## config.mk

```make
export PLATFORM = sky130hd
export DESIGN_NAME = cordic_stage
export DESIGN_NICKNAME = d
export VERILOG_FILES = /design/src/source/cordic_types_pkg.sv /design/src/source/cordic_math_pkg.sv /design/src/source/cordic_stage.sv
export VERILOG_INCLUDE_DIRS = /design/src /design/src/source
export SDC_FILE = /design/constraint.sdc
export NUM_CORES = 1
export LEC_CHECK = 0
export BUFFER_PORTS_ARGS = -buffer_cell sky130_fd_sc_hd__buf_2
export CAP_MARGIN = 10
export CORE_UTILIZATION = 25
export CTS_BUF_LIST = sky130_fd_sc_hd__clkbuf_2 sky130_fd_sc_hd__clkbuf_4 sky130_fd_sc_hd__clkbuf_8
export DETAILED_ROUTE_END_ITERATION = 7
export SYNTH_ARGS = -nofsm -noshare
export SYNTH_HDL_FRONTEND = slang
export SYNTH_SLANG_ARGS = --single-unit
export TNS_END_PERCENT = 30
```

## constraint.sdc

```tcl
create_clock -name clk -period 1.34 [get_ports clk]
set_clock_uncertainty 0.05 [all_clocks]
set_input_delay 0 -clock clk [delete_from_list [all_inputs] [get_ports clk]]
set_output_delay 0 -clock clk [all_outputs]
set_load 0.01 [all_outputs]
```

## src/source/cordic_defines.svh

```systemverilog
`ifndef CORDIC_DEFINES_SVH
`define CORDIC_DEFINES_SVH

// word layout of every x, y and z value
`define CORDIC_WIDTH 32 // full data word
`define CORDIC_FRAC 16  // Q16.16 fraction bits

// one registered stage per micro-rotation
`define CORDIC_ITERATIONS 16

`endif

```

## src/source/cordic_types_pkg.sv

```systemverilog
`include "cordic_defines.svh"

package cordic_types_pkg;

    typedef logic signed [`CORDIC_WIDTH-1:0] fixed_t; // Q16.16

    typedef enum logic {
        op_rotation  = 1'b0, // cos/sin of z
        op_vectoring = 1'b1  // magnitude and angle of (x, y)
    } cordic_op_e;

    typedef enum logic {
        fold_none   = 1'b0,
        fold_negate = 1'b1  // angle was moved by pi
    } cordic_fold_e;

    typedef struct packed {
        fixed_t x;
        fixed_t y;
        fixed_t z;
    } cordic_vec_t;

    typedef struct packed {
        logic         valid;
        cordic_op_e   op;
        cordic_fold_e fold;
        cordic_vec_t  vec;
    } cordic_slot_t;

endpackage

```

## src/source/cordic_math_pkg.sv

```systemverilog
package cordic_math_pkg;

    import cordic_types_pkg::*;

    localparam fixed_t k_inv_circular = 39797; // 1/1.64676 in Q16.16

    // rotation angles beyond +-pi/2 are moved by pi
    localparam fixed_t half_pi = 102944;
    localparam fixed_t pi_q    = 205887;

    // atan(2^-index) in Q16.16
    function automatic fixed_t atan_angle(input int index);
        fixed_t angle;
        case (index)
            0:       angle = 51472; // pi/4
            1:       angle = 30386;
            2:       angle = 16055;
            3:       angle = 8150;
            4:       angle = 4091;
            5:       angle = 2047;
            6:       angle = 1024;
            7:       angle = 512;
            8:       angle = 256;
            9:       angle = 128;
            10:      angle = 64;
            11:      angle = 32;
            12:      angle = 16;
            13:      angle = 8;
            14:      angle = 4;
            15:      angle = 2;
            default: angle = '0; // below one LSB
        endcase
        return angle;
    endfunction

endpackage

```

## src/source/cordic_stage.sv

```systemverilog
`timescale 1ns/1ps

module cordic_stage #(
    parameter int stage_index = 0
) (
    input  logic                           clk,
    input  logic                           rst,
    input  cordic_types_pkg::cordic_slot_t slot_in,
    output cordic_types_pkg::cordic_slot_t slot_out
);
    import cordic_types_pkg::*;
    import cordic_math_pkg::*;

    localparam fixed_t alpha = atan_angle(stage_index); // table angle of this stage

    fixed_t       x_in;
    fixed_t       y_in;
    fixed_t       z_in;
    fixed_t       x_shift;
    fixed_t       y_shift;
    logic         dir_pos;

    logic         valid_q;
    cordic_op_e   op_q;
    cordic_fold_e fold_q;
    cordic_vec_t  vec_q;

    assign x_in    = slot_in.vec.x;
    assign y_in    = slot_in.vec.y;
    assign z_in    = slot_in.vec.z;
    assign x_shift = x_in >>> stage_index;
    assign y_shift = y_in >>> stage_index;

    // rotation drives z to zero, vectoring drives y to zero
    assign dir_pos = (slot_in.op == op_rotation) ? (z_in >= 0) : ((x_in < 0) != (y_in < 0));

    always_ff @(posedge clk or posedge rst) begin
        if (rst) begin
            valid_q <= 1'b0;
        end else begin
            valid_q <= slot_in.valid;
        end
    end

    always_ff @(posedge clk) begin
        op_q   <= slot_in.op;
        fold_q <= slot_in.fold;
        if (dir_pos) begin
            vec_q.x <= x_in - y_shift;
            vec_q.y <= y_in + x_shift;
            vec_q.z <= z_in - alpha;
        end else begin
            vec_q.x <= x_in + y_shift;
            vec_q.y <= y_in - x_shift;
            vec_q.z <= z_in + alpha;
        end
    end

    assign slot_out = '{valid: valid_q, op: op_q, fold: fold_q, vec: vec_q};

endmodule

```

==> metrics.md <==
| Metric | Value |
|---|---|
| Outcome | `finished with violations` |
| Failing checks | `negative hold slack, negative setup slack` |
| Hold crit path type | `in2reg` |
| Clock buffer depth | `2` |
| Synth Flop Type | `dfxtp_1` |
| Post-synthesis compound-gate area fraction | `0.2861` |
| Slew Limit Fails | `0` |
| Slowest cell on crit path | `o41a_1` |
| Initial Util | `0.2553` |
| Port Buffers | `199` |
| Syn Area/Cell | `about 7.9 um2` |
| Synth Area in Adders | `0.1713` |
| First-pass GRT wire length | `roughly 52000 um` |
| Dpl cells | `between 2000 and 2500` |
| Register area share after synthesis | `0.2286` |
| DRT Pass-1 Iters | `7` |
| Tmin final | `approximately 2.3 ns` |
| Synth async-reset ratio | `0.01020` |
| Worst-path clk slew | `approximately 0.12 ns` |
| Max incr delay on CP | `0.40 ns` |
| IO Pins | `200` |
| Synth Warn # | `0` |
| Fmax | `432.3 MHz` |
| Worst-Margin Slew | `~0.51 ns` |
| Cell count after synthesis | `between 1000 and 1500` |
| Synth Cell Area | `around 0.0086 mm2` |
| Via count | `9932` |
| WP data required | `approximately 1.7 ns` |
| Synth area leaders | `dfxtp_1 23%, ha_1 16%, a21oi_1 7.3%, xnor2_1 7.3%, inv_1 4.6%` |
| Antenna cells | `0` |
| H-tree depth | `3` |
| Final setup fails | `between 70 and 80` |
| Non-filler instance count after layout | `2108` |
| Sink Count | `approximately 100` |
| Endpoints failing hold | `1` |
| Arrival time worst endpoint | `2.63 ns` |
| CP top delay family | `compound AO/OA/AOI/OAI gates` |
| Setup ws final | `-0.9730 ns` |
| Synth cell types | `80` |
| Drt wl/cell | `roughly 16 um` |
| Die height | `187.5 um` |
| Cell accounting for the most synthesized area | `dfxtp_1` |
| Area grow syn2layout | `65.21%` |
| Synth Area in XOR/XNOR | `0.09250` |
| Initial DRC count | `roughly 580` |
| Num CTS Buffers | `9` |
| Largest net degree at the start of global routing | `47` |
| GRT Util Overall | `0.1844` |
| Fin crit share | `1.726` |
| Most frequent cells in the layout | `363 x buf_4, 194 x buf_2, 100 x a21oi_1, 99 x inv_1, 97 x dfxtp_1` |
| Worst hold slack | `-0.006214 ns` |
| RSZ-0062 raised after global routing | `true` |
| Share of cells above drive strength 1 | `0.4518` |
| Kind of end point of the critical path | `flip-flop` |
| Nets | `between 1500 and 2000` |
| Kind of critical path | `in2reg` |
| Dominant combinational cell family by area after synthesis | `compound AO/OA/AOI/OAI gates` |
| PD cells | `roughly 940 mW/mm2` |
| Number of DRC violations after detailed routing | `0` |
| CP Buf/Inv Count | `2` |
| Routed Antenna Nets | `0` |
| DR vias/cell | `4.712` |
| Leakage | `0.006889 uW` |
| Peak VDD IR | `slightly above 500 uV` |
| Commonest non-fill, non-tap cell in the layout | `buf_4` |
| Post-synthesis mux area share | `0.01862` |
| Worst setup SP type | `primary input` |
| Antenna violations before repair | `0` |
| Post-Route WL | `between 30000 and 40000 um` |
| Detailed Place HPWL | `26370 um` |
| Vias in the first global route | `9981` |
| Total congestion overflow | `0` |
| Yosys reg bits | `roughly 100` |
| Synth Area in Simple Gates | `0.1316` |
| Top-area cell type share of the netlist area | `0.2257` |
| FP Rows | `67` |
| Crit-path cells | `buf_8, clkinvlp_4, ha_4, nor2b_4, o2111a_2, o311ai_4, a31oi_2, o41a_1, a31oi_4, o21ai_4, a211o_1, mux2i_1, xnor2_1` |
| CP max FO | `3` |
| Setup TNS Final | `-45.85 ns` |
| Full die area | `0.03516 mm2` |
| Die width | `187.5 um` |
| GPL Wtd Cong | `~0.91` |
| Clock Tree Root | `clkbuf_8` |
| Syn Nets | `approximately 1300` |
| CTS hold repair buffers | `26` |
| EDFF count, synth | `0` |
| Worst slew margin | `0.6584` |
| Max-cap violations | `0` |
| Core area | `0.03370 mm2` |
| CTS tree | `yes` |
[layout make-up]
class	count	area, um2
Sequential cell	98	1967
Clock inverter	4	50.05
Fill cell	3386	19490
Inverter	110	427.9
Tap cell	448	560.5
Timing Repair Buffer	601	4179
Multi-Input combinational cell	835	6870
Clock buffer	12	158.9
[flip-flops by register name (all words and copies together), names as in the netlist]
name,count
slot_out,95
op_q,1
valid_q,1
fold_q,1
[synth_stat cells, types with 7 or more instances]
library cell,count
nand4_1,7
dfxtp_1,97
nor2_1,79
nor3_1,28
clkbuf_1,29
inv_1,106
mux2i_1,16
xnor2_1,72
o31ai_1,11
and3_1,10
o21ai_0,72
a21oi_1,126
a21o_1,37
nand2b_1,9
a211oi_1,12
o21a_1,9
nor2b_1,14
xor2_1,17
ha_1,113
nand2_1,49
buf_1,11
a31oi_1,11
nand3_1,13
o21bai_1,23
[cells by family (layout without fill, tap and decap cells)]
group,after synthesis,in the layout
buffers and inverters,158,727
muxes,16,16
xor gates and xnor gates,90,90
and+or+nand+nor,237,237
DFF,98,98
adders and majority gates,116,116
AOI/OAI and AO/OA,376,376
[layer usage]
layer,part of all wire,vias to the layer above,global-route usage
met5,0,-,0
met4,0.025,0,0.06160
met3,0.046,41,0.02620
met2,0.49,298,0.3279
met1,0.44,4654,0.2267
li1,-,4939,-
[tightest hold or removal path, stage by stage]
cell and delay, ns:
buf_2 0.10, ha_4 0.13, buf_4 0.12, xor2_1 0.06
[final timing paths]
path,start,end,slack [ns],cells past startpoint
max,slot_in[33],slot_out[91]$_DFF_P_,-0.97,13
min in group asynchronous,rst,valid_q$_DFF_PP0_,0.47,4
max in group asynchronous,rst,valid_q$_DFF_PP0_,0.68,4
min,slot_in[10],slot_out[10]$_DFF_P_,-0.006,4
[report_power, final]
group	internal (uW)	switching [uW]	total, uW
clock network	983	1170	2150
registers	3680	254	3940
logic	3540	3710	7250
total	8200	5140	13300
[metrics by stage]
step                  util  area (um2)  setup WS [ns]  power (uW)
floorplan                -        8840         -1.620        7332
global route        0.4218       14210         -1.084       14160
CTS                 0.4139       13950        -0.9686       13250
finish              0.4218       14210        -0.9730       13340
global placement    0.3782       12750         -1.636       10440
detailed placement  0.3782       12750         -1.643       10490
[timing repair]
action                                 4_1_cts  5_1_grt
pin swaps                                   69       43
buffers inserted                            21       11
endpoints found under the hold margin       33        1
setup endpoints to repair                   74       76
gates resized for setup                    148       50
(Power assumes the default switching activity.)
