[config.mk]
export PLATFORM = sky130hd
export DESIGN_NAME = cordic_prescale
export DESIGN_NICKNAME = d
export VERILOG_FILES = /design/src/source/cordic_types_pkg.sv /design/src/source/cordic_math_pkg.sv /design/src/source/cordic_prescale.sv
export VERILOG_INCLUDE_DIRS = /design/src /design/src/source
export SDC_FILE = /design/constraint.sdc
export NUM_CORES = 1
export LEC_CHECK = 0
export BUFFER_PORTS_ARGS = -buffer_cell sky130_fd_sc_hd__buf_2
export CAP_MARGIN = 20
export CORE_ASPECT_RATIO = 0.8
export CORE_MARGIN = 3
export CORE_UTILIZATION = 41
export DETAILED_ROUTE_END_ITERATION = 10
export PLACE_DENSITY = 0.76
export SYNTH_ARGS = -nofsm -noshare
export SYNTH_HDL_FRONTEND = slang
export SYNTH_SLANG_ARGS = --single-unit
[constraint.sdc]
create_clock -name clk -period 0.8 [get_ports clk]
set_clock_uncertainty 0.05 [all_clocks]
set_input_delay 0.08 -clock clk [delete_from_list [all_inputs] [get_ports clk]]
set_output_delay 0.08 -clock clk [all_outputs]
set_load 0.005 [all_outputs]
[src/source/cordic_defines.svh]
`ifndef CORDIC_DEFINES_SVH
`define CORDIC_DEFINES_SVH

// word layout of every x, y and z value
`define CORDIC_WIDTH 32 // full data word
`define CORDIC_FRAC 16  // Q16.16 fraction bits

// one registered stage per micro-rotation
`define CORDIC_ITERATIONS 16

`endif

[src/source/cordic_types_pkg.sv]
`include "cordic_defines.svh"

package cordic_types_pkg;

    typedef logic signed [`CORDIC_WIDTH-1:0] fixed_t; // Q16.16

    typedef enum logic {
        op_rotation  = 1'b0, // cos/sin of z
        op_vectoring = 1'b1  // magnitude and angle of (x, y)
    } cordic_op_e;

    typedef enum logic {
        fold_none   = 1'b0,
        fold_negate = 1'b1  // angle was moved by pi
    } cordic_fold_e;

    typedef struct packed {
        fixed_t x;
        fixed_t y;
        fixed_t z;
    } cordic_vec_t;

    typedef struct packed {
        logic         valid;
        cordic_op_e   op;
        cordic_fold_e fold;
        cordic_vec_t  vec;
    } cordic_slot_t;

endpackage

[src/source/cordic_math_pkg.sv]
package cordic_math_pkg;

    import cordic_types_pkg::*;

    localparam fixed_t k_inv_circular = 39797; // 1/1.64676 in Q16.16

    // rotation angles beyond +-pi/2 are moved by pi
    localparam fixed_t half_pi = 102944;
    localparam fixed_t pi_q    = 205887;

    // atan(2^-index) in Q16.16
    function automatic fixed_t atan_angle(input int index);
        fixed_t angle;
        case (index)
            0:       angle = 51472; // pi/4
            1:       angle = 30386;
            2:       angle = 16055;
            3:       angle = 8150;
            4:       angle = 4091;
            5:       angle = 2047;
            6:       angle = 1024;
            7:       angle = 512;
            8:       angle = 256;
            9:       angle = 128;
            10:      angle = 64;
            11:      angle = 32;
            12:      angle = 16;
            13:      angle = 8;
            14:      angle = 4;
            15:      angle = 2;
            default: angle = '0; // below one LSB
        endcase
        return angle;
    endfunction

endpackage

[src/source/cordic_prescale.sv]
`timescale 1ns/1ps

module cordic_prescale (
    input  logic                           clk,
    input  logic                           rst,
    input  logic                           enable,
    input  cordic_types_pkg::cordic_op_e   op,
    input  cordic_types_pkg::cordic_vec_t  in_vec,
    output cordic_types_pkg::cordic_slot_t slot_out
);
    import cordic_types_pkg::*;
    import cordic_math_pkg::*;

    fixed_t       z_in;
    cordic_vec_t  seed;
    cordic_fold_e fold;

    logic         valid_q;
    cordic_op_e   op_q;
    cordic_fold_e fold_q;
    cordic_vec_t  vec_q;

    assign z_in = in_vec.z;

    // seed vector and two-way angle fold
    always_comb begin
        seed = in_vec; // vectoring uses the input as is
        fold = fold_none;
        if (op == op_rotation) begin
            seed.x = k_inv_circular; // pre-scaled so no gain fix at the end
            seed.y = '0;
            if (z_in > half_pi) begin
                seed.z = z_in - pi_q;
                fold   = fold_negate;
            end else if (z_in < -half_pi) begin
                seed.z = z_in + pi_q;
                fold   = fold_negate;
            end
        end
    end

    always_ff @(posedge clk or posedge rst) begin
        if (rst) begin
            valid_q <= 1'b0;
        end else begin
            valid_q <= enable;
        end
    end

    always_ff @(posedge clk) begin
        op_q   <= op;
        fold_q <= fold;
        vec_q  <= seed;
    end

    assign slot_out = '{valid: valid_q, op: op_q, fold: fold_q, vec: vec_q};

endmodule

==> Flow_metrics.wiki <==
{| class="wikitable"
! Metric !! Value
|-
| Run status || finished, violations left
|-
| Violations in the final reports || hold timing, setup timing
|-
| Slew at the pin with the worst max-slew slack || 0.6116 ns
|-
| Worst Setup Path Type || in2reg
|-
| Root buffer selected by CTS || clkbuf_16
|-
| Setup slack after layout || -1.187 ns
|-
| Critical path arrival || 2.20 ns
|-
| Setup Slack @ Placement || -1.803 ns
|-
| Initial antenna violation count || 0
|-
| Synthesized area divided by synthesized cell count || 9.424 µm²
|-
| Cell-internal power || 9.057 mW
|-
| Sequential fraction of design power || 44.0%
|-
| PnR Total Power || 12.28 mW
|-
| #FFs+latches synth || 99
|-
| Die area || 0.01105 mm²
|-
| Master of the slowest instance on the critical path || or3_4
|-
| Number of enable-type register cells in the synthesized netlist || 0
|-
| Port Buffers || 198
|-
| Diodes inserted || 0
|-
| Leading cell type in the layout, fill and taps excluded || buf_2
|-
| # fillers || 556
|-
| Worst path top cell family by delay || simple AND/OR/NAND/NOR gates
|-
| Die H || 94.61 µm
|-
| Clock tree from TritonCTS || done
|-
| Clock tree buffer depth || 2
|-
| Clk pin slew, worst setup/hold paths || 0.08 ns
|-
| Syn nets || 529
|-
| Worst setup startpoint || in_vec[23]
|-
| Sort of element at the end of the critical path || flip-flop
|-
| Part of the Yosys area used for sequential elements || 49.38%
|-
| Total number of placement rows || 31
|-
| Switching power share of the total || 26.28%
|-
| Maximum fanout along the worst path || 6
|-
| Routed wire length || 15690 µm
|-
| Final critical-path share of the clock period || 248.3%
|-
| Wire length of the first global-routing pass || 22400 µm
|-
| Clk pwr share || 34.5%
|-
| Area delta synth->final || 86.23%
|-
| Tightest hold margin || -0.007363 ns
|-
| Vias || 4589
|-
| Proportion of register bits with asynchronous set or reset after synthesis || 1.010%
|-
| Core Area || 0.009309 mm²
|-
| Die width || 116.8 µm
|-
| Total routing usage reported by global routing || 25.97%
|-
| Via count of the first global-routing pass || 4635
|-
| Post-DP HPWL || 9884 µm
|-
| GRT overflow || 0
|-
| Commonest cells after routing, fill and taps aside || buf_2 (161), buf_4 (89), dlygate4sd3_1 (67)
|-
| Setup repair after global routing missed its margin || true
|-
| Leakage Power || 3.465 nW
|-
| Synth Cell Area || 0.004024 mm²
|-
| Starting Density || 43.23%
|-
| Final sum of negative setup slack || -45.48 ns
|-
| Clock buffer count from CTS || 9
|-
| Cell count after synthesis || 427
|-
| CTS HTree Levels || 3
|-
| Maximum achievable frequency || 503.4 MHz
|-
| Number of distinct library cells after synthesis || 55
|-
| Power per Cell Area || 1639 mW/mm²
|-
| Fraction of final layout cells sized beyond drive strength 1 || 53.65%
|-
| Nets || 878
|-
| Max Transition Viols Final || 0
|-
| DR vias/cell || 5.122
|-
| Required time at the worst-slack endpoint || 1.02 ns
|-
| Non-filler instance count after layout || 896
|-
| Placer congestion estimate || 0.9747
|-
| Final Hold Vio Count || 2
|-
| Setup-violating endpoint count in the final report || 132
|-
| Cell total after placement || 798
|-
| Worst hold-check path type || in2reg
|-
| Routed wirelength normalized by instance count || 17.52 µm
|-
| Critical path cell sequence || buf_6 > or3_4 > or3_4 > o41ai_4 > nand2_2 > buf_6 > o21bai_4 > inv_4 > buf_8 > o211ai_1 > xnor2_1
|-
| Bufs and invs on worst path || 4
|-
| DR iter-0 viols || 392
|-
| Length of the first detailed-routing pass in iterations || 5
|-
| Minimum period implied by the final worst setup slack || 1.987 ns
|-
| Main flop type after synthesis || dfxtp_1
|-
| TritonCTS sink count || 99
|-
| DRC Markers || 0
|-
| Critical Path Source Type || input port
|-
| Count of yosys warnings during synthesis || 0
|-
| Largest net degree at the start of global routing || 67
|-
| Maximum resistive drop on vdd || 1.020 mV
|-
| Net switching power figure || 3.228 mW
|-
| Relative slew slack || 58.86%
|-
| Hold Startpoint || in_vec[8]
|-
| Delay of the slowest cell on the worst path || 0.39 ns
|-
| Number of nets with antenna violations after detailed routing || 0
|-
| Number of max-capacitance violations reported || 0
|-
| Top-Level Pins || 199
|-
| Part of the power in combinational logic || 21.5%
|}
==> cells by family after synthesis <==
logic type      after synthesis  synth area share (%)
flops                        99                 49.38
simple gates                189                 27.08
fa+ha+maj                     2                0.6218
xor+xnor                     31                 6.748
mux                           1                0.2488
compound gates               65                 11.41
buf+inv                      40                 4.509
==> registers in the layout, summed over array words and instances, names as in the netlist <==
name,flops
fold_q,1
slot_out,96
valid_q,1
op_q,1
==> power by group through the flow <==
stage	Clock (mW)	Combinational (mW)	Sequential (mW)
after floorplan	0	0.712	5.50
after global placement	0	1.80	5.44
after detailed placement	0	1.84	5.45
after CTS	4.34	2.39	5.35
after global routing	4.51	2.84	5.43
final	4.24	2.65	5.40
==> synth_stat cells, types with 3 or more instances <==
master | number | share of area (%)
dfxtp_1 | 98 | 49
and2_1 | 61 | 9.5
nor2_1 | 25 | 2.3
a21oi_1 | 22 | 2.7
xor2_1 | 22 | 4.8
clkbuf_1 | 21 | 2.0
nand2_1 | 20 | 1.9
nand4_1 | 14 | 2.2
nand2b_1 | 13 | 2.0
nand3_1 | 12 | 1.5
o21ai_0 | 10 | 1.2
xnor2_1 | 9 | 2.0
and3_1 | 7 | 1.1
buf_2 | 7 | 0.87
nor3_1 | 7 | 0.87
or3_1 | 7 | 1.1
inv_1 | 6 | 0.56
a31oi_1 | 4 | 0.62
buf_4 | 4 | 0.75
nand3b_1 | 4 | 0.75
and4_1 | 3 | 0.65
nor4_1 | 3 | 0.47
o211ai_1 | 3 | 0.56
==> timing repair <==
item	4_1_cts	5_1_grt
cloned	2	1
gates resized for setup	85	82
pin swaps	41	28
hold endpoints to repair	75	0
hold buffers	67	0
setup endpoints to repair	132	132
buffers inserted	10	4
==> through the flow <==
stage               area [µm²]  hold slack [ns]  util (%)
finish                    7493        -0.007363     80.50
global route              7493        0.0006994     80.50
CTS                       7138         -0.01850     76.68
detailed placement        5702          -0.1276     61.25
global placement          5702          -0.1377     61.25
floorplan                 4063          -0.2413         -
==> routing by layer <==
| layer | GRT usage [%] | wire length [µm] |
|---|---|---|
| met2 | 44.60 | 7802 |
| met1 | 31.35 | 6101 |
| met5 | 0 | 0 |
| met3 | 6.534 | 1327 |
| met4 | 9.551 | 464 |
==> worst paths after layout <==
path,endpoint,cells past startpoint
max,slot_out[28],11
min,slot_out[8],3
max in group asynchronous,valid_q,3
min in group asynchronous,valid_q,3
==> cell type report <==
type | count | area (µm²) | area share [%]
multi-input combinational | 288 | 2152 | 28.72
sequential | 99 | 2038 | 27.20
timing repair buffer | 371 | 2830 | 37.77
inverter | 7 | 31.28 | 0.4174
clock inverter | 6 | 58.81 | 0.7848
clock buffer | 10 | 239.0 | 3.189
tap | 115 | 143.9 | 1.920
(Power assumes the default switching activity.)
