===== src/source/cordic_defines.svh =====
`ifndef CORDIC_DEFINES_SVH
`define CORDIC_DEFINES_SVH

// word layout of every x, y and z value
`define CORDIC_WIDTH 32 // full data word
`define CORDIC_FRAC 16  // Q16.16 fraction bits

// one registered stage per micro-rotation
`define CORDIC_ITERATIONS 16

`endif


===== src/source/cordic_types_pkg.sv =====
`include "cordic_defines.svh"

package cordic_types_pkg;

    typedef logic signed [`CORDIC_WIDTH-1:0] fixed_t; // Q16.16

    typedef enum logic {
        op_rotation  = 1'b0, // cos/sin of z
        op_vectoring = 1'b1  // magnitude and angle of (x, y)
    } cordic_op_e;

    typedef enum logic {
        fold_none   = 1'b0,
        fold_negate = 1'b1  // angle was moved by pi
    } cordic_fold_e;

    typedef struct packed {
        fixed_t x;
        fixed_t y;
        fixed_t z;
    } cordic_vec_t;

    typedef struct packed {
        logic         valid;
        cordic_op_e   op;
        cordic_fold_e fold;
        cordic_vec_t  vec;
    } cordic_slot_t;

endpackage


===== src/source/cordic_math_pkg.sv =====
package cordic_math_pkg;

    import cordic_types_pkg::*;

    localparam fixed_t k_inv_circular = 39797; // 1/1.64676 in Q16.16

    // rotation angles beyond +-pi/2 are moved by pi
    localparam fixed_t half_pi = 102944;
    localparam fixed_t pi_q    = 205887;

    // atan(2^-index) in Q16.16
    function automatic fixed_t atan_angle(input int index);
        fixed_t angle;
        case (index)
            0:       angle = 51472; // pi/4
            1:       angle = 30386;
            2:       angle = 16055;
            3:       angle = 8150;
            4:       angle = 4091;
            5:       angle = 2047;
            6:       angle = 1024;
            7:       angle = 512;
            8:       angle = 256;
            9:       angle = 128;
            10:      angle = 64;
            11:      angle = 32;
            12:      angle = 16;
            13:      angle = 8;
            14:      angle = 4;
            15:      angle = 2;
            default: angle = '0; // below one LSB
        endcase
        return angle;
    endfunction

endpackage


===== src/source/cordic_postscale.sv =====
`timescale 1ns/1ps

`include "cordic_defines.svh"

module cordic_postscale (
    input  logic                           clk,
    input  logic                           rst,
    input  cordic_types_pkg::cordic_slot_t slot_in,
    output cordic_types_pkg::cordic_vec_t  out_vec,
    output logic                           valid
);
    import cordic_types_pkg::*;
    import cordic_math_pkg::*;

    fixed_t                            x_in;
    fixed_t                            y_in;
    fixed_t                            x_abs;
    logic signed [2*`CORDIC_WIDTH-1:0] product; // full precision
    logic signed [2*`CORDIC_WIDTH-1:0] scaled;
    cordic_vec_t                       result;

    assign x_in  = slot_in.vec.x;
    assign y_in  = slot_in.vec.y;
    assign x_abs = (x_in < 0) ? -x_in : x_in;

    // remove the circular gain from the magnitude
    assign product = x_abs * k_inv_circular;
    assign scaled  = product >>> `CORDIC_FRAC;

    always_comb begin
        result = slot_in.vec; // z is never touched here
        if (slot_in.op == op_vectoring) begin
            result.x = scaled[`CORDIC_WIDTH-1:0];
        end else if (slot_in.fold == fold_negate) begin
            // angle was shifted by pi, so cos and sin flip sign
            result.x = -x_in;
            result.y = -y_in;
        end
    end

    always_ff @(posedge clk or posedge rst) begin
        if (rst) begin
            out_vec <= '0;
            valid   <= 1'b0;
        end else begin
            valid <= slot_in.valid;
            if (slot_in.valid) begin
                out_vec <= result;
            end else begin
                out_vec <= '0; // idle output reads as zero
            end
        end
    end

endmodule


===== config.mk =====
export PLATFORM = sky130hd
export DESIGN_NAME = cordic_postscale
export DESIGN_NICKNAME = d
export VERILOG_FILES = /design/src/source/cordic_types_pkg.sv /design/src/source/cordic_math_pkg.sv /design/src/source/cordic_postscale.sv
export VERILOG_INCLUDE_DIRS = /design/src /design/src/source
export SDC_FILE = /design/constraint.sdc
export NUM_CORES = 1
export LEC_CHECK = 0
export BUFFER_PORTS_ARGS = -buffer_cell sky130_fd_sc_hd__buf_2
export CORE_ASPECT_RATIO = 1.25
export CORE_MARGIN = 10
export CORE_UTILIZATION = 40
export CTS_CLUSTER_DIAMETER = 120
export DETAILED_ROUTE_END_ITERATION = 10
export HOLD_SLACK_MARGIN = 0.06
export SLEW_MARGIN = 15
export SYNTH_ARGS = -nofsm -noshare
export SYNTH_HDL_FRONTEND = slang
export SYNTH_SLANG_ARGS = --single-unit

===== constraint.sdc =====
create_clock -name clk -period 2.99 [get_ports clk]
set_input_delay 0.4485 -clock clk [delete_from_list [all_inputs] [get_ports clk]]
set_output_delay 0.4485 -clock clk [all_outputs]
set_load 0.03 [all_outputs]

==> impl_summary.log <==
INFO  metric status = finished with violations
INFO  metric violated_checks = setup timing
INFO  metric yosysSeqAreaShare = 0.154
INFO  metric io_pins = 198
INFO  metric holdBufCountCts = 0
INFO  metric cell_at_the_slowest_stage_of_the_critical_path = sky130_fd_sc_hd__fa_2
INFO  metric finalWirelength = 51.0 mm
INFO  metric core_region_area = 39100 µm²
INFO  metric fin_ws = -4210 ps
INFO  metric cp_max_fo = 4
INFO  metric cts.reportedPaths.clkPinSlew = 80 ps
INFO  metric fin_crit_sh = 2.41
INFO  metric groute.usage.overall = 0.215
INFO  metric required = 3230 ps
INFO  metric synthesis.nets = 2215
INFO  metric area_added_between_synthesis_and_finish = 37.3%
INFO  metric vias_per_cell = 4.91
INFO  metric max-slew-margin-rel = 0.367
INFO  metric synth-compound-area-share = 0.0893
INFO  metric worst_setup_path_start_kind = primary input
INFO  metric most_common_library_cell_in_the_layout_ignoring_fill_and_taps = sky130_fd_sc_hd__inv_1
INFO  metric grt_start_max_net_pins = 49
INFO  metric grt_overflow = 0
INFO  metric dpl.hpwl = 44.9 mm
INFO  metric via_count = 13431
INFO  metric post_synth_xor_area_fraction = 0.0994
INFO  metric fraction_of_synthesized_area_in_multiplexers = 0.000634
INFO  metric gpl.final_weighted_congestion = 0.917
INFO  metric timing.critical_path.arrival = 7440 ps
INFO  metric cts.path.max_buffers = 2
INFO  metric combinational_family_with_the_most_area_after_synthesis = adder cells
INFO  metric multi_input_comb_area = around 13000 µm²
INFO  metric hold_class = primary input to asynchronous set/reset pin
INFO  metric maxCapViolCount = 0
INFO  metric grt_pass1_vias = 14783
INFO  metric clock.fmax = 139 MHz
INFO  metric critPathCaptureType = register
INFO  metric syn_std_cell_area = 15800 µm²
INFO  metric setup_violations = 32
INFO  metric grt_setup_unrepaired = true
INFO  metric post_synth_adder_cell_area = 0.455
INFO  metric tns = -126650 ps
INFO  metric async_flop_share = 1.00
INFO  metric timing.setup.critical_path_class = primary input to register
INFO  metric placedCellCount = 2685
INFO  metric floorplan.die_area = 47900 µm²
INFO  metric final_util = 0.554
INFO  metric post-route-cell-area = 21700 µm²
INFO  metric initial_core_util = 0.404
INFO  metric post-route-drc-count = 0
INFO  metric critical-path-top-cell-by-count = sky130_fd_sc_hd__inv_2
INFO  metric die_w = 198 µm
INFO  metric num_cts_buffers = 9
INFO  metric grt_antenna_before_repair = 0
INFO  metric post_synth.cell_area_avg = around 9.4 µm²
INFO  metric yosys_warnings = 0
INFO  metric synth_seq_cells = 97
INFO  metric hold_viol = 0
INFO  metric cts-root-buf = sky130_fd_sc_hd__clkbuf_16
INFO  metric h_tree_level_count = 3
INFO  metric drt-initial-drc-count = 497
INFO  metric num-nets-final = 2777
INFO  metric netlist_instances = 1672
INFO  metric final_cell_mix = 376 x sky130_fd_sc_hd__inv_1, 374 x sky130_fd_sc_hd__buf_4, 208 x sky130_fd_sc_hd__fa_1
INFO  metric synth-edff-count = 0
INFO  metric layout.cells.non_filler = 2737
INFO  metric slew_viol_final = 0
INFO  metric drive_gt1_frac = 0.351
INFO  metric yosys.area_share.simple = 0.0971
INFO  metric worst-slew-pin-transition = about 950 ps
INFO  metric placement.cell_area = roughly 20000 µm²
INFO  metric drt-wirelength-per-cell = around 19 µm
INFO  metric chipHeight = approximately 240 µm
INFO  metric regArea = ~2400 µm²
INFO  metric final.min_clock_period = 7200 ps
INFO  metric synth_top_flop_cell = sky130_fd_sc_hd__dfrtp_1
INFO  metric ys_types = 65
INFO  metric grt_pass1_wl = 80.4 mm
INFO  metric detailedRoute.firstPassIterationCount = 7
INFO  metric tritoncts = done
INFO  metric timing.critical_path.slowest_cell_delay = 560 ps
INFO  metric fillCellCount = 3505
INFO  metric route.antenna.remaining_nets = 0
INFO  metric clkSinkCount = 97
INFO  metric antenna_diodes = 0
INFO  metric fp-row-count = a little over 80
INFO  metric buffer_ports.inserted = 197
## area by class of cell
| type | instances | area share |
|---|---|---|
| multi-input cells | 1136 | 0.592 |
| inverters | 404 | 0.0700 |
| clock buffers | 9 | 0.0104 |
| repair buffers | 586 | 0.184 |
| flip-flops and latches | 97 | 0.112 |
| clock inverters | 7 | 0.00329 |
| well taps | 498 | 0.0287 |
## worst paths after layout
kind,start,end
max in group asynchronous,rst,out_vec[54]
min in group clk,slot_in[23],out_vec[23]
max,slot_in[68],out_vec[91]
min,rst,out_vec[70]
## metal layers
layer / global-route usage / wire length, µm
met2: 0.421 / 29000
met3: 0.0160 / 1160
met5: 0 / 0
met4: 0.0689 / 1830
met1: 0.235 / 19000
## timing repair
action                                 4_1_cts  5_1_grt
endpoints found under the hold margin        0        0
gates resized for setup                    106       67
pin swaps                                   90       45
setup buffers                               20       18
setup endpoints to repair                   32       32
## metrics by stage
step                hold slack (ps)  worst slack, ps
floorplan                       480            -4180
global placement                570            -4740
detailed placement              575            -4850
CTS                             205            -4190
global route                    226            -4470
finish                          176            -4210
## registers in the layout (all words and copies together) (netlist names)
name / cells
out_vec: 96
valid: 1
## worst max-delay path, delay by kind of cell
family                   cells  cell delay, ps
buffers and inverters        9             870
AND/OR/NAND/NOR              7            1980
XOR/XNOR                     2             400
AO/OA/AOI/OAI                6            1130
adder cells (fa/ha/maj)      6            2620
## cells in the mapped netlist, types with 7 or more instances
master / number / share of area
sky130_fd_sc_hd__xnor2_1: 71 / 0.039
sky130_fd_sc_hd__o21ai_0: 30 / 0.0095
sky130_fd_sc_hd__and2_1: 33 / 0.013
sky130_fd_sc_hd__nand4_1: 9 / 0.0036
sky130_fd_sc_hd__nand2_1: 79 / 0.019
sky130_fd_sc_hd__dfrtp_1: 97 / 0.15
sky130_fd_sc_hd__a31oi_1: 7 / 0.0028
sky130_fd_sc_hd__xor2_1: 95 / 0.053
sky130_fd_sc_hd__nand2b_1: 7 / 0.0028
sky130_fd_sc_hd__nor3_1: 13 / 0.0041
sky130_fd_sc_hd__o22ai_1: 11 / 0.0044
sky130_fd_sc_hd__clkbuf_1: 30 / 0.0071
sky130_fd_sc_hd__nand3_1: 16 / 0.0051
sky130_fd_sc_hd__nor2b_1: 7 / 0.0028
sky130_fd_sc_hd__or3_1: 20 / 0.0079
sky130_fd_sc_hd__inv_1: 401 / 0.095
sky130_fd_sc_hd__ha_1: 221 / 0.18
sky130_fd_sc_hd__a21oi_1: 77 / 0.024
sky130_fd_sc_hd__o31ai_1: 18 / 0.0086
sky130_fd_sc_hd__a21o_1: 25 / 0.012
sky130_fd_sc_hd__a211oi_1: 11 / 0.0052
sky130_fd_sc_hd__fa_1: 221 / 0.28
sky130_fd_sc_hd__nor2_1: 85 / 0.020
## logic make-up after synthesis
group / Yosys count
multiplexers: 1
AND/OR/NAND/NOR: 303
buffers and inverters: 439
flip-flops: 97
adder cells (fa/ha/maj): 442
XOR/XNOR: 171
AO/OA/AOI/OAI: 219
Power is left out: the tool's default activity adds up to more than one toggle a clock period on the data nets, which glitch-free logic cannot reach.
